==> src/hw/pong_pkg.sv <==
package pong_pkg;

    typedef logic [11:0] coord_t;   // Pixel coordinate
    typedef logic [2:0]  color_t;   // One bit per channel, R G B
    typedef logic [2:0]  score_t;
    typedef logic [2:0]  speed_t;   // Ball step per clock

    // Visible frame
    localparam coord_t FRAME_WIDTH  = 12'd640;
    localparam coord_t FRAME_HEIGHT = 12'd480;

    // Paddles
    localparam coord_t PADDLE_WIDTH   = 12'd8;
    localparam coord_t PADDLE_HEIGHT  = 12'd60;
    localparam coord_t PADDLE_1_X     = 12'd16;
    localparam coord_t PADDLE_2_X     = 12'd616;
    localparam coord_t PADDLE_START_Y = 12'd210;  // Vertically centred
    localparam coord_t PADDLE_SPEED   = 12'd8;    // Pixels per accepted command

    // Ball
    localparam coord_t BALL_SIZE          = 12'd8;
    localparam coord_t BALL_CENTER_OFFSET = 12'd4;
    localparam coord_t BALL_START_X       = 12'd316;
    localparam coord_t BALL_START_Y       = 12'd236;
    localparam speed_t SERVE_SPEED_X      = 3'd4;
    localparam coord_t COLLISION_OFFSET   = 12'd2;   // Wall bounce band

    // Hit zones along the paddle face, counted from its top edge.
    // Five regular zones plus a corner zone just outside each end.
    localparam int CORNER_ZONE = 4;
    localparam int HIT_ZONE    = 12;

    localparam score_t WIN_SCORE = 3'd7;

    // Command codes in the upper four bits of a key word
    localparam logic [3:0] KEY_UP   = 4'd2;
    localparam logic [3:0] KEY_DOWN = 4'd8;

    // Colours
    localparam color_t PLAYER_1_COLOR = 3'b100;  // Red
    localparam color_t PLAYER_2_COLOR = 3'b001;  // Blue
    localparam color_t BALL_COLOR     = 3'b111;  // White
    localparam color_t BORDER_COLOR   = 3'b010;  // Green
    localparam color_t NO_COLOR       = 3'b000;

endpackage

==> src/hw/game_control.sv <==
`timescale 1ns/1ps

module game_control (
    input  logic BALL_CLOCK,
    input  logic reset,
    input  logic pause_key,
    input  logic clear_key,
    input  logic win_event,
    output logic paused,
    output logic game_clear
);

    logic clear_request;

    // A finished game restarts exactly like a manual clear
    assign clear_request = clear_key | win_event;

    always_ff @(posedge BALL_CLOCK) begin
        if (reset) begin
            paused     <= 1'b1;   // Game comes up paused
            game_clear <= 1'b0;
        end else if (clear_request) begin
            paused     <= 1'b1;
            game_clear <= 1'b1;   // Single cycle, dropped below
        end else begin
            game_clear <= 1'b0;
            if (pause_key) begin
                paused <= ~paused;
            end
        end
    end

endmodule

==> src/hw/paddle_mover.sv <==
`timescale 1ns/1ps

module paddle_mover #(
    parameter pong_pkg::coord_t PADDLE_SPEED = pong_pkg::PADDLE_SPEED
) (
    input  logic             BALL_CLOCK,
    input  logic             reset,
    input  logic             paused,
    input  logic             game_clear,
    input  logic [4:0]       keys,
    output pong_pkg::coord_t paddle_y
);

    logic accept_flag;   // Toggle bit of the last accepted command
    logic new_cmd;
    logic cmd_up;
    logic cmd_down;
    logic at_top;
    logic at_bottom;

    // Key word is a new command only while its toggle differs from ours
    assign new_cmd  = keys[0] != accept_flag;
    assign cmd_up   = new_cmd && (keys[4:1] == pong_pkg::KEY_UP);
    assign cmd_down = new_cmd && (keys[4:1] == pong_pkg::KEY_DOWN);

    // One more step would leave the frame
    assign at_top    = paddle_y <= PADDLE_SPEED;
    assign at_bottom = (pong_pkg::FRAME_HEIGHT - PADDLE_SPEED)
                       <= (paddle_y + pong_pkg::PADDLE_HEIGHT);

    always_ff @(posedge BALL_CLOCK) begin
        if (reset) begin
            paddle_y    <= pong_pkg::PADDLE_START_Y;
            accept_flag <= 1'b0;
        end else if (game_clear) begin
            paddle_y <= pong_pkg::PADDLE_START_Y;   // Toggle tracking carries on
        end else if (!paused) begin
            if (cmd_up) begin
                accept_flag <= ~accept_flag;
                if (at_top) begin
                    paddle_y <= 12'd1;   // First row under the border
                end else begin
                    paddle_y <= paddle_y - PADDLE_SPEED;
                end
            end else if (cmd_down) begin
                accept_flag <= ~accept_flag;
                if (at_bottom) begin
                    paddle_y <= pong_pkg::FRAME_HEIGHT - pong_pkg::PADDLE_HEIGHT - 12'd1;
                end else begin
                    paddle_y <= paddle_y + PADDLE_SPEED;
                end
            end
        end
    end

endmodule

==> src/hw/ball_engine.sv <==
`timescale 1ns/1ps

module ball_engine #(
    parameter pong_pkg::coord_t PADDLE_1_X = pong_pkg::PADDLE_1_X,
    parameter pong_pkg::coord_t PADDLE_2_X = pong_pkg::PADDLE_2_X
) (
    input  logic             BALL_CLOCK,
    input  logic             reset,
    input  logic             paused,
    input  logic             game_clear,
    input  pong_pkg::coord_t paddle_1_y,
    input  pong_pkg::coord_t paddle_2_y,
    output pong_pkg::coord_t ball_x,
    output pong_pkg::coord_t ball_y,
    output pong_pkg::score_t score_1,
    output pong_pkg::score_t score_2,
    output pong_pkg::color_t winner_color,
    output logic             win_event
);

    pong_pkg::speed_t   speed_x;
    pong_pkg::speed_t   speed_y;
    logic               dir_left;       // Heading for paddle 1
    logic               dir_up;
    logic               miss_pending;   // Paddle missed, waiting for the edge

    logic               wall_top;
    logic               wall_bottom;
    logic               step_up;
    pong_pkg::coord_t   next_x;
    pong_pkg::coord_t   next_y;
    logic               band_1;
    logic               band_2;
    logic               in_band;
    pong_pkg::coord_t   face_y;
    logic signed [12:0] hit_ofs;
    logic               zone_hit;
    pong_pkg::speed_t   zone_sx;
    pong_pkg::speed_t   zone_sy;
    logic               zone_keep_dir;
    logic               zone_up;
    logic               at_edge;
    logic               left_half;
    pong_pkg::coord_t   serve_y;

    always_comb begin
        // Wall bands
        wall_top    = ball_y <= pong_pkg::COLLISION_OFFSET;
        wall_bottom = ((pong_pkg::FRAME_HEIGHT - pong_pkg::COLLISION_OFFSET)
                       <= (ball_y + pong_pkg::BALL_SIZE))
                      && ((ball_y + pong_pkg::BALL_SIZE) <= pong_pkg::FRAME_HEIGHT);

        // The bounce takes effect on this very step so y never wraps below 0
        step_up = wall_top ? 1'b0 : (wall_bottom ? 1'b1 : dir_up);

        next_x = dir_left ? ball_x - pong_pkg::coord_t'(speed_x)
                          : ball_x + pong_pkg::coord_t'(speed_x);
        next_y = step_up ? ball_y - pong_pkg::coord_t'(speed_y)
                         : ball_y + pong_pkg::coord_t'(speed_y);

        // Ball edge within one x step of a paddle face
        band_1 = (ball_x >= PADDLE_1_X + pong_pkg::PADDLE_WIDTH)
                 && (ball_x <= PADDLE_1_X + pong_pkg::PADDLE_WIDTH
                               + pong_pkg::coord_t'(speed_x));
        band_2 = ((ball_x + pong_pkg::BALL_SIZE) >= PADDLE_2_X - pong_pkg::coord_t'(speed_x))
                 && ((ball_x + pong_pkg::BALL_SIZE) <= PADDLE_2_X);
        in_band = dir_left ? band_1 : band_2;   // Only the paddle ahead counts

        // Ball centre relative to the top of the approached paddle
        face_y  = dir_left ? paddle_1_y : paddle_2_y;
        hit_ofs = $signed({1'b0, ball_y + pong_pkg::BALL_CENTER_OFFSET})
                  - $signed({1'b0, face_y});

        zone_hit      = 1'b1;
        zone_keep_dir = 1'b0;
        zone_up       = 1'b0;
        zone_sx       = 3'd0;
        zone_sy       = 3'd0;
        if (hit_ofs < -pong_pkg::CORNER_ZONE) begin
            zone_hit = 1'b0;
        end else if (hit_ofs < 0) begin                    // Upper corner
            zone_sx = 3'd1;
            zone_sy = 3'd3;
            zone_up = 1'b1;
        end else if (hit_ofs < pong_pkg::HIT_ZONE) begin
            zone_sx = 3'd2;
            zone_sy = 3'd2;
            zone_up = 1'b1;
        end else if (hit_ofs < 2 * pong_pkg::HIT_ZONE) begin
            zone_sx = 3'd3;
            zone_sy = 3'd1;
            zone_up = 1'b1;
        end else if (hit_ofs < 3 * pong_pkg::HIT_ZONE) begin
            zone_sx       = 3'd4;   // Straight return
            zone_keep_dir = 1'b1;
        end else if (hit_ofs < 4 * pong_pkg::HIT_ZONE) begin
            zone_sx = 3'd3;
            zone_sy = 3'd1;
        end else if (hit_ofs < 5 * pong_pkg::HIT_ZONE) begin
            zone_sx = 3'd2;
            zone_sy = 3'd2;
        end else if (hit_ofs < 5 * pong_pkg::HIT_ZONE + pong_pkg::CORNER_ZONE) begin
            zone_sx = 3'd1;
            zone_sy = 3'd3;
        end else begin
            zone_hit = 1'b0;
        end

        // Re-serve point after a miss
        at_edge = ((ball_x >= 12'd1) && (ball_x <= 12'd5))
                  || ((ball_x >= pong_pkg::FRAME_WIDTH - pong_pkg::BALL_SIZE)
                      && (ball_x <= pong_pkg::FRAME_WIDTH - 12'd1));
        left_half = ball_x < (pong_pkg::FRAME_WIDTH >> 1);
        serve_y   = (left_half ? paddle_1_y : paddle_2_y)
                    + (pong_pkg::PADDLE_HEIGHT >> 1) - pong_pkg::BALL_CENTER_OFFSET;
    end

    always_ff @(posedge BALL_CLOCK) begin
        if (reset) begin
            ball_x       <= pong_pkg::BALL_START_X;
            ball_y       <= pong_pkg::BALL_START_Y;
            speed_x      <= pong_pkg::SERVE_SPEED_X;
            speed_y      <= 3'd0;
            dir_left     <= 1'b0;
            dir_up       <= 1'b0;
            miss_pending <= 1'b0;
            score_1      <= 3'd0;
            score_2      <= 3'd0;
            winner_color <= pong_pkg::NO_COLOR;
            win_event    <= 1'b0;
        end else if (game_clear) begin
            // winner_color stays up on the centre box while paused
            ball_x       <= pong_pkg::BALL_START_X;
            ball_y       <= pong_pkg::BALL_START_Y;
            speed_x      <= pong_pkg::SERVE_SPEED_X;
            speed_y      <= 3'd0;
            dir_left     <= 1'b0;
            dir_up       <= 1'b0;
            miss_pending <= 1'b0;
            score_1      <= 3'd0;
            score_2      <= 3'd0;
            win_event    <= 1'b0;
        end else begin
            win_event <= 1'b0;
            if (!paused) begin
                if (!miss_pending && !win_event) begin
                    winner_color <= pong_pkg::NO_COLOR;
                end
                ball_x <= next_x;
                ball_y <= next_y;
                dir_up <= step_up;

                if (miss_pending) begin
                    if (at_edge) begin
                        ball_x       <= pong_pkg::BALL_START_X;
                        ball_y       <= serve_y;   // Centred on that side's paddle
                        speed_x      <= pong_pkg::SERVE_SPEED_X;
                        speed_y      <= 3'd0;
                        dir_left     <= 1'b0;
                        miss_pending <= 1'b0;
                        win_event    <= winner_color != pong_pkg::NO_COLOR;
                    end
                end else if (in_band) begin
                    if (zone_hit) begin
                        dir_left <= ~dir_left;   // Away from the paddle
                        speed_x  <= zone_sx;
                        speed_y  <= zone_sy;
                        if (!zone_keep_dir) begin
                            dir_up <= zone_up;
                        end
                    end else begin
                        miss_pending <= 1'b1;
                        if (dir_left) begin   // Paddle 1 missed
                            if (score_2 == pong_pkg::WIN_SCORE) begin
                                score_1      <= 3'd0;
                                score_2      <= 3'd0;
                                winner_color <= pong_pkg::PLAYER_2_COLOR;
                            end else begin
                                score_2 <= score_2 + 3'd1;
                            end
                        end else begin        // Paddle 2 missed
                            if (score_1 == pong_pkg::WIN_SCORE) begin
                                score_1      <= 3'd0;
                                score_2      <= 3'd0;
                                winner_color <= pong_pkg::PLAYER_1_COLOR;
                            end else begin
                                score_1 <= score_1 + 3'd1;
                            end
                        end
                    end
                end
            end
        end
    end

endmodule

==> src/hw/pixel_mixer.sv <==
`timescale 1ns/1ps

module pixel_mixer #(
    parameter pong_pkg::coord_t PADDLE_1_X = pong_pkg::PADDLE_1_X,
    parameter pong_pkg::coord_t PADDLE_2_X = pong_pkg::PADDLE_2_X
) (
    input  pong_pkg::coord_t x,
    input  pong_pkg::coord_t y,
    input  pong_pkg::coord_t ball_x,
    input  pong_pkg::coord_t ball_y,
    input  pong_pkg::coord_t paddle_1_y,
    input  pong_pkg::coord_t paddle_2_y,
    input  pong_pkg::color_t winner_color,
    output pong_pkg::color_t color
);

    localparam pong_pkg::coord_t CENTER_X =
        (pong_pkg::FRAME_WIDTH >> 1) - pong_pkg::BALL_CENTER_OFFSET;
    localparam pong_pkg::coord_t CENTER_Y =
        (pong_pkg::FRAME_HEIGHT >> 1) - pong_pkg::BALL_CENTER_OFFSET;

    logic in_ball;
    logic in_center;
    logic in_paddle_1;
    logic in_paddle_2;
    logic on_border;

    // Boxes include both edges, position to position plus size
    assign in_ball = (x >= ball_x) && (x <= ball_x + pong_pkg::BALL_SIZE)
                     && (y >= ball_y) && (y <= ball_y + pong_pkg::BALL_SIZE);
    assign in_center = (x >= CENTER_X) && (x <= CENTER_X + pong_pkg::BALL_SIZE)
                       && (y >= CENTER_Y) && (y <= CENTER_Y + pong_pkg::BALL_SIZE);
    assign in_paddle_1 = (x >= PADDLE_1_X) && (x <= PADDLE_1_X + pong_pkg::PADDLE_WIDTH)
                         && (y >= paddle_1_y) && (y <= paddle_1_y + pong_pkg::PADDLE_HEIGHT);
    assign in_paddle_2 = (x >= PADDLE_2_X) && (x <= PADDLE_2_X + pong_pkg::PADDLE_WIDTH)
                         && (y >= paddle_2_y) && (y <= paddle_2_y + pong_pkg::PADDLE_HEIGHT);
    assign on_border = (x == 12'd1) || (x == pong_pkg::FRAME_WIDTH)
                       || (y == 12'd1) || (y == pong_pkg::FRAME_HEIGHT);

    always_comb begin
        if (in_ball) begin
            color = pong_pkg::BALL_COLOR;
        end else if ((winner_color != pong_pkg::NO_COLOR) && in_center) begin
            color = winner_color;   // Win marker in the middle
        end else if (in_paddle_1) begin
            color = pong_pkg::PLAYER_1_COLOR;
        end else if (in_paddle_2) begin
            color = pong_pkg::PLAYER_2_COLOR;
        end else if (on_border) begin
            color = pong_pkg::BORDER_COLOR;
        end else begin
            color = pong_pkg::NO_COLOR;
        end
    end

endmodule

==> src/hw/pong_top.sv <==
`timescale 1ns/1ps

module pong_top #(
    parameter pong_pkg::coord_t PADDLE_1_X   = pong_pkg::PADDLE_1_X,
    parameter pong_pkg::coord_t PADDLE_2_X   = pong_pkg::PADDLE_2_X,
    parameter pong_pkg::coord_t PADDLE_SPEED = pong_pkg::PADDLE_SPEED
) (
    input  logic             BALL_CLOCK,
    input  logic             reset,
    input  pong_pkg::coord_t x,
    input  pong_pkg::coord_t y,
    input  logic [4:0]       keys_1,
    input  logic [4:0]       keys_2,
    input  logic             pause_key,
    input  logic             clear_key,
    output pong_pkg::color_t color,
    output pong_pkg::score_t score_1,
    output pong_pkg::score_t score_2
);

    logic             paused;
    logic             game_clear;
    logic             win_event;
    pong_pkg::coord_t paddle_1_y;
    pong_pkg::coord_t paddle_2_y;
    pong_pkg::coord_t ball_x;
    pong_pkg::coord_t ball_y;
    pong_pkg::color_t winner_color;

    game_control u_game_control (
        .BALL_CLOCK (BALL_CLOCK),
        .reset      (reset),
        .pause_key  (pause_key),
        .clear_key  (clear_key),
        .win_event  (win_event),
        .paused     (paused),
        .game_clear (game_clear)
    );

    paddle_mover #(
        .PADDLE_SPEED (PADDLE_SPEED)
    ) u_paddle_1 (
        .BALL_CLOCK (BALL_CLOCK),
        .reset      (reset),
        .paused     (paused),
        .game_clear (game_clear),
        .keys       (keys_1),
        .paddle_y   (paddle_1_y)
    );

    paddle_mover #(
        .PADDLE_SPEED (PADDLE_SPEED)
    ) u_paddle_2 (
        .BALL_CLOCK (BALL_CLOCK),
        .reset      (reset),
        .paused     (paused),
        .game_clear (game_clear),
        .keys       (keys_2),
        .paddle_y   (paddle_2_y)
    );

    ball_engine #(
        .PADDLE_1_X (PADDLE_1_X),
        .PADDLE_2_X (PADDLE_2_X)
    ) u_ball_engine (
        .BALL_CLOCK   (BALL_CLOCK),
        .reset        (reset),
        .paused       (paused),
        .game_clear   (game_clear),
        .paddle_1_y   (paddle_1_y),
        .paddle_2_y   (paddle_2_y),
        .ball_x       (ball_x),
        .ball_y       (ball_y),
        .score_1      (score_1),
        .score_2      (score_2),
        .winner_color (winner_color),
        .win_event    (win_event)
    );

    pixel_mixer #(
        .PADDLE_1_X (PADDLE_1_X),
        .PADDLE_2_X (PADDLE_2_X)
    ) u_pixel_mixer (
        .x            (x),
        .y            (y),
        .ball_x       (ball_x),
        .ball_y       (ball_y),
        .paddle_1_y   (paddle_1_y),
        .paddle_2_y   (paddle_2_y),
        .winner_color (winner_color),
        .color        (color)
    );

endmodule

==> config.mk <==
export PLATFORM = sky130hd
export DESIGN_NAME = pong_top
export DESIGN_NICKNAME = d
export VERILOG_FILES = /design/src/hw/pong_pkg.sv /design/src/hw/game_control.sv /design/src/hw/paddle_mover.sv /design/src/hw/ball_engine.sv /design/src/hw/pixel_mixer.sv /design/src/hw/pong_top.sv
export SDC_FILE = /design/constraint.sdc
export NUM_CORES = 1
export LEC_CHECK = 0
export BUFFER_PORTS_ARGS = -buffer_cell sky130_fd_sc_hd__buf_2
export CAP_MARGIN = 0
export CORE_MARGIN = 3
export CORE_UTILIZATION = 40
export DETAILED_ROUTE_END_ITERATION = 8
export PLACE_DENSITY = 0.66
export SYNTH_ARGS = -nofsm -noshare
export SYNTH_HDL_FRONTEND = slang
export SYNTH_SLANG_ARGS = --single-unit
==> constraint.sdc <==
create_clock -name BALL_CLOCK -period 5 [get_ports BALL_CLOCK]
set_input_delay 0 -clock BALL_CLOCK [delete_from_list [all_inputs] [get_ports BALL_CLOCK]]
set_output_delay 0 -clock BALL_CLOCK [all_outputs]
set_load 0.1 [all_outputs]
# After elaboration in Yosys (flattened, before gate mapping)
# Index checks and enable logic that the tools add are counted.
totals:
  ff_bits: 71
  word_cells: 241
classes:
  bitwise: 9
  reduce_logical: 46
  addsub: 20
  eq_ne: 14
  order_cmp: 40
  n_mux: 95
op_table:
  columns: ["cell", "count"]
  rows:
  - ["$mux 12", 16]
  - ["$mux 3", 39]
  - ["$ge 12x12->1", 5]
  - ["$le 12x12->1", 5]
  - ["$add 12x4->12 const B", 4]
  - ["$lt 13x7->1 const B", 3]
  - ["$mux 1", 38]
  - ["$le 12x10->1 const B", 3]
  - ["$le 9x12->1 const A", 3]
  - ["$add 12x3->12", 2]
  - ["$add 12x6->12 const B", 2]
  - ["$eq 12x1->1 const B", 2]
  - ["$ge 12x10->1 const B", 2]
  - ["$ge 12x5->1 const B", 2]
  - ["$le 12x4->1 const B", 2]
  - ["$le 12x9->1 const B", 2]
  - ["$sub 12x3->12", 2]
  - ["$sub 12x4->12 const B", 2]
  - ["$logic_and 1x1->1", 23]
  - ["$lt 13x1->1 const B", 1]
  - ["$lt 13x3->1 const B", 1]
  - ["$lt 13x5->1 const B", 1]
  - ["$lt 13x6->1 const B", 1]
  - ["$lt 13x8->1 const B", 1]
  - ["other kinds (35)", 62]

# Logic depth before layout (Yosys ltp)
logic_depth:
  depth_word: 14
  ltp_mapped: 19
  ltp_nobuf: 19

# Cells and area by module
# A second synthesis with hierarchy kept.
hier_totals:
  hier_cells: 1296
  area_unflattened_um2: 9744.3
by_module_without_submodules:
  columns: ["mod", "n_inst", "area_per_inst_um2", "cells_per_inst"]
  rows:
  - ["ball_engine", 1, 4723.3, 617]
  - ["pixel_mixer", 1, 2827.7, 387]
  - ["paddle_mover", 2, 1064.8, 143]
  - ["game_control", 1, 63.8, 6]

# Worst setup path after synthesis
# OpenSTA, ideal clock, no wires.
synth_timing:
  kind: "register -> register"
  from: "register u_ball_engine.dir_left"
  to: "register u_ball_engine.speed_x[2]"
  setup_slack_ps: 478
  setup_ps: 125
  stages_incl_launch_ff: 16
  t_required_ps: 4875
  t_arrival_ps: 4397
  path_cell_list: "dfxtp_1 -> clkbuf_1 -> clkbuf_1 -> clkbuf_1 -> mux2i_1 -> ha_1 -> buf_4 -> or3_1 -> a21oi_2 -> o21bai_1 -> a32oi_2 -> nand2b_1 -> or4_4 -> and2_4 -> or4_1 -> a21boi_0"
synth_via:
  elab_chain_len: 13
  word_cells_on_any_way: 31
  cone_classes: "1 x add/sub; 8 x order compare; 19 x mux; 3 x reduce/logical"
synth_rtl:
  columns: ["item", "line_no", "source"]
  rows:
  - ["from (decl)", "ball_engine.sv:23", "logic dir_left;"]
  - ["from (signal assigned)", "ball_engine.sv:165", "dir_left <= ~dir_left;"]
  - ["$mux 12", "ball_engine.sv:70", "face_y = dir_left ? paddle_1_y : paddle_2_y;"]
  - ["$sub 12x12->13", "ball_engine.sv:72", "- $signed({1'b0, face_y});"]
  - ["$lt 13x8->1", "ball_engine.sv:102", "end else if (hit_ofs < 5 * pong_pkg::HIT_ZONE + pong_pkg::CORNER_ZONE) begin"]
  - ["$mux 1", "ball_engine.sv:102", null]
  - ["$mux 1", "ball_engine.sv:99", "end else if (hit_ofs < 5 * pong_pkg::HIT_ZONE) begin"]
  - ["$mux 1", "ball_engine.sv:96", "end else if (hit_ofs < 4 * pong_pkg::HIT_ZONE) begin"]
  - ["$mux 1", "ball_engine.sv:93", "end else if (hit_ofs < 3 * pong_pkg::HIT_ZONE) begin"]
  - ["$mux 1", "ball_engine.sv:89", "end else if (hit_ofs < 2 * pong_pkg::HIT_ZONE) begin"]
  - ["$mux 1", "ball_engine.sv:85", "end else if (hit_ofs < pong_pkg::HIT_ZONE) begin"]
  - ["$mux 1", "ball_engine.sv:81", "end else if (hit_ofs < 0) begin"]
  - ["$mux 1", "ball_engine.sv:79", "if (hit_ofs < -pong_pkg::CORNER_ZONE) begin"]
  - ["$reduce_bool 2->1 (no source line)", null, null]
  - ["$reduce_and 4->1 (no source line)", null, null]
  - ["to (signal assigned)", "ball_engine.sv:122", "speed_x <= pong_pkg::SERVE_SPEED_X;"]
  - ["to (signal assigned)", "ball_engine.sv:135", "speed_x <= pong_pkg::SERVE_SPEED_X;"]
  - ["to (signal assigned)", "ball_engine.sv:157", "speed_x <= pong_pkg::SERVE_SPEED_X;"]
  - ["to (decl)", "ball_engine.sv:21", "pong_pkg::speed_t speed_x;"]
# Several ways; a longest one is shown, not always the timed one. The select of a mux whose other input is x is not followed.
# A chain may end at the register's enable or synchronous reset.

# Worst setup path after layout
layout_timing:
  from: "register u_ball_engine.ball_y[4]"
  to: "register u_ball_engine.ball_y[11]"
layout_via:
  elab_chain_len: 8
  word_cells_on_any_way: 12
  cone_classes: "3 x add/sub; 3 x order compare; 5 x mux; 1 x reduce/logical"
layout_rtl:
  columns: ["item", "line_no", "source"]
  rows:
  - ["from (decl)", "ball_engine.sv:14", "output pong_pkg::coord_t ball_y,"]
  - ["from (signal assigned)", "ball_engine.sv:121", "ball_y <= pong_pkg::BALL_START_Y;"]
  - ["from (signal assigned)", "ball_engine.sv:134", "ball_y <= pong_pkg::BALL_START_Y;"]
  - ["from (signal assigned)", "ball_engine.sv:150", "ball_y <= next_y;"]
  - ["$add 12x4->12", "ball_engine.sv:50, ball_engine.sv:51", null]
  - ["$le 9x12->1 / $le 12x9->1 (equally long branches)", "ball_engine.sv:50, ball_engine.sv:51", null]
  - ["$logic_and 1x1->1", "ball_engine.sv:51", "&& ((ball_y + pong_pkg::BALL_SIZE) <= pong_pkg::FRAME_HEIGHT);"]
  - ["$mux 1 (2 in a row)", "ball_engine.sv:54", "step_up = wall_top ? 1'b0 : (wall_bottom ? 1'b1 : dir_up);"]
  - ["$mux 12 *", "ball_engine.sv:58", "next_y = step_up ? ball_y - pong_pkg::coord_t'(speed_y)"]
  - ["$mux 12", "ball_engine.sv:154", "if (at_edge) begin"]
  - ["$mux 12 *", "ball_engine.sv:153", "if (miss_pending) begin"]
# Every way passes the cells marked *; elsewhere a longest branch is shown, timed or not.

==> impl_metrics.json <==
{
  "synth_edf_count": 0,
  "hpwl_um": 21600,
  "finClkSkew_ps": 12.8,
  "slew_violations": 0,
  "setup_viol": 0,
  "setup_tns_ps": 0,
  "synth_top_area_share": 0.196,
  "firstDrtPassIters": 6,
  "fin_nets": 1384,
  "post-synth-top-count-cell": "ha_1",
  "ys_seq_area_frac": 0.151,
  "cts_tree": "yes",
  "timing_hold_violations_final": 0,
  "syn2layout_area_growth_pct": 10.0,
  "finalWorstPathRequiredPeriod_ps": 4400,
  "yosys-top-cells-area": "ha_1 (20%), dfxtp_1 (15%), xnor2_1 (6.6%)",
  "synthTopCellsByCount": "ha_1 (139), a21oi_1 (84), inv_1 (76), o21ai_0 (76), nand2_1 (75)",
  "clock_latency_ps": 360,
  "fp.dieArea_um2": 24000,
  "maxSlewHeadroom": 0.456,
  "die_y_um": 155,
  "critPathMaxFanout": 7,
  "portBuffers": 46,
  "power_density_nw_per_um2": 178,
  "worst_pin_slew_ps": 815,
  "whs_path_depth": 4,
  "drt-initial-drc-count": 773,
  "grt_pass1_wl_um": 45900,
  "cts.htree.levels": 3,
  "maxCapViolations": 0,
  "antenna_found_initial": 1,
  "via_per_inst": 6.08,
  "wl_per_cell_um": 19.2,
  "finalNonFillerCells": 1486,
  "cp.required_ps": 5280,
  "vias": 9040,
  "grt_overflow_total": 0,
  "fmax_mhz": 227,
  "io_pins": 47,
  "critical_path_class": "reg -> reg",
  "synthCells": 1181,
  "layout-drive-gt1-share": 0.0893,
  "row_count": 53,
  "synth_top_area_cell": "ha_1",
  "rsz0062_at_grt": "no",
  "grtUsageTotal": 0.236,
  "dieWidth_um": 155,
  "cts.clk_slew.worst_paths_ps": 70,
  "cts_buffers": 9,
  "syn_area_um2": 8860,
  "ir_worst_vdd_uv": 156,
  "fill_cells": 2144,
  "place.gp.congestion": 0.958,
  "cts_setup_buffers": 0,
  "critPathLaunchType": "flip-flop",
  "hold_path.class": "in -> reg",
  "synth-main-ff-cell": "dfxtp_1",
  "synthDistinctLibCells": 72,
  "design_area_um2": 9750,
  "cp.arrival_ps": 4690,
  "place_area_um2": 9370,
  "grt_max_degree": 35,
  "place_inst": 1464,
  "syn_nets": 1360,
  "wl_um": 28600,
  "pre_cts_ws_ps": 482,
  "drc_errors": 0,
  "synth-seq-cells": 67,
  "setup_ws_ps": 595,
  "post-route-period-util": 0.881,
  "clock-root-buffer": "clkbuf_16",
  "clock_path_buffers": 2,
  "grt_pass1_vias": 8420,
  "detail-route-antenna-nets": 0,
  "r2r_slack_ps": 600,
  "core_um2": 21400,
  "cts_sinks": 67,
  "postSynth.asyncResetShare": 0,
  "ys_warn_count": 0,
  "start_util": 0.414,
  "rr_worst_depth": 19,
  "status": "finished, final reports clean",
  "p_leak_uw": 0.00397,
  "avgSynthCellArea_um2": 7.51,
  "end_kind": "flip-flop"
}
-- logic make-up after synthesis --
logic type                 after synthesis  synth area share
AOI/OAI and AO/OA                      353             0.264
xor gates and xnor gates                80            0.0790
adders and majority gates              142             0.202
buffers and inverters                  133            0.0567
DFF                                     67             0.151
muxes                                   21            0.0237
and+or+nand+nor                        385             0.224
-- flip-flops by register name, summed over array words and instances (netlist names), 3 cells and up --
signal / count
u_ball_engine.winner_color: 3
u_ball_engine.score_1: 3
u_ball_engine.speed_x: 3
u_ball_engine.ball_y: 12
u_ball_engine.score_2: 3
u_paddle_1.paddle_y: 11
u_ball_engine.ball_x: 12
u_paddle_2.paddle_y: 11
-- what timing repair did --
action                                  4_1_cts  5_1_grt
endpoints found under the setup margin        0        2
gates resized for setup                       0        2
hold buffers                                  5        0
endpoints found under the hold margin         6        0
-- worst max-delay path: stages (launching register included) --
cell and delay (ps):
dfxtp_1 480, ha_1 310, nand3_1 140, nor3_1 170, buf_4 160, xnor2_1 80
and4b_1 230, o21ai_1 290, nor2_1 70, a21oi_1 220, ha_1 270, nor2b_1 130
o21a_1 180, o21ai_0 210, a21oi_1 120, a41o_1 270, o41ai_1 300, xor2_1 130
or4_1 410, a31oi_1 150
-- routing by layer --
layer,track usage,wire length (um),part of all wire,vias to the layer above
met5,0,0,0,-
met4,0.0883,973,0.034,0
met3,0.0345,1630,0.057,60
met2,0.369,12600,0.44,343
met1,0.328,13400,0.47,4188
li1,-,-,-,4449
-- final timing paths --
kind | startpoint | end
hold reg to reg | u_ball_engine.score_1[2] | u_ball_engine.score_1[2]
hold / removal | keys_2[4] | u_paddle_2.paddle_y[1]
setup reg to reg | u_ball_engine.ball_y[4] | u_ball_engine.ball_y[11]
setup / recovery | u_ball_engine.ball_y[4] | u_ball_engine.ball_y[11]
-- layout make-up --
class	instances	area, um2	share of cell area
well taps	275	344	0.0353
diodes	1	2.50	0.000257
repair buffers	70	423	0.0434
multi-input cells	981	7030	0.720
clock inverters	7	108	0.0110
flip-flops and latches	67	1340	0.138
clock buffers	9	225	0.0231
inverters	76	285	0.0292
-- placed cells by master (no fill, tap or decap), drive strengths merged, types with 15 or more instances in the layout --
cell,n
a211oi,27
a21o,29
a21oi,85
a31oi,15
buf,65
dfxtp,67
ha,139
inv,80
mux2i,21
nand2,75
nand2b,20
nand3,47
nand4,22
nor2,73
nor3,47
nor4,15
o211ai,17
o21ai,76
o22ai,15
or3,15
xnor2,67
-- through the flow --
stage                     power [uW]  hold WS, ps  utilization
after floorplan                  853          121            -
after global placement           968          239        0.437
after detailed placement         975          250        0.437
after CTS                       1730          120        0.455
after global routing            1810          161        0.455
final                           1740          126        0.455
-- report_power, final --
part	internal [uW]	total, uW	switching, uW	leakage [uW]
registers	539	553	13.6	0.000542
logic	166	425	259	0.00327
clock network	448	760	312	0.000160
Note: power is estimated with default switching activity, not from simulation.
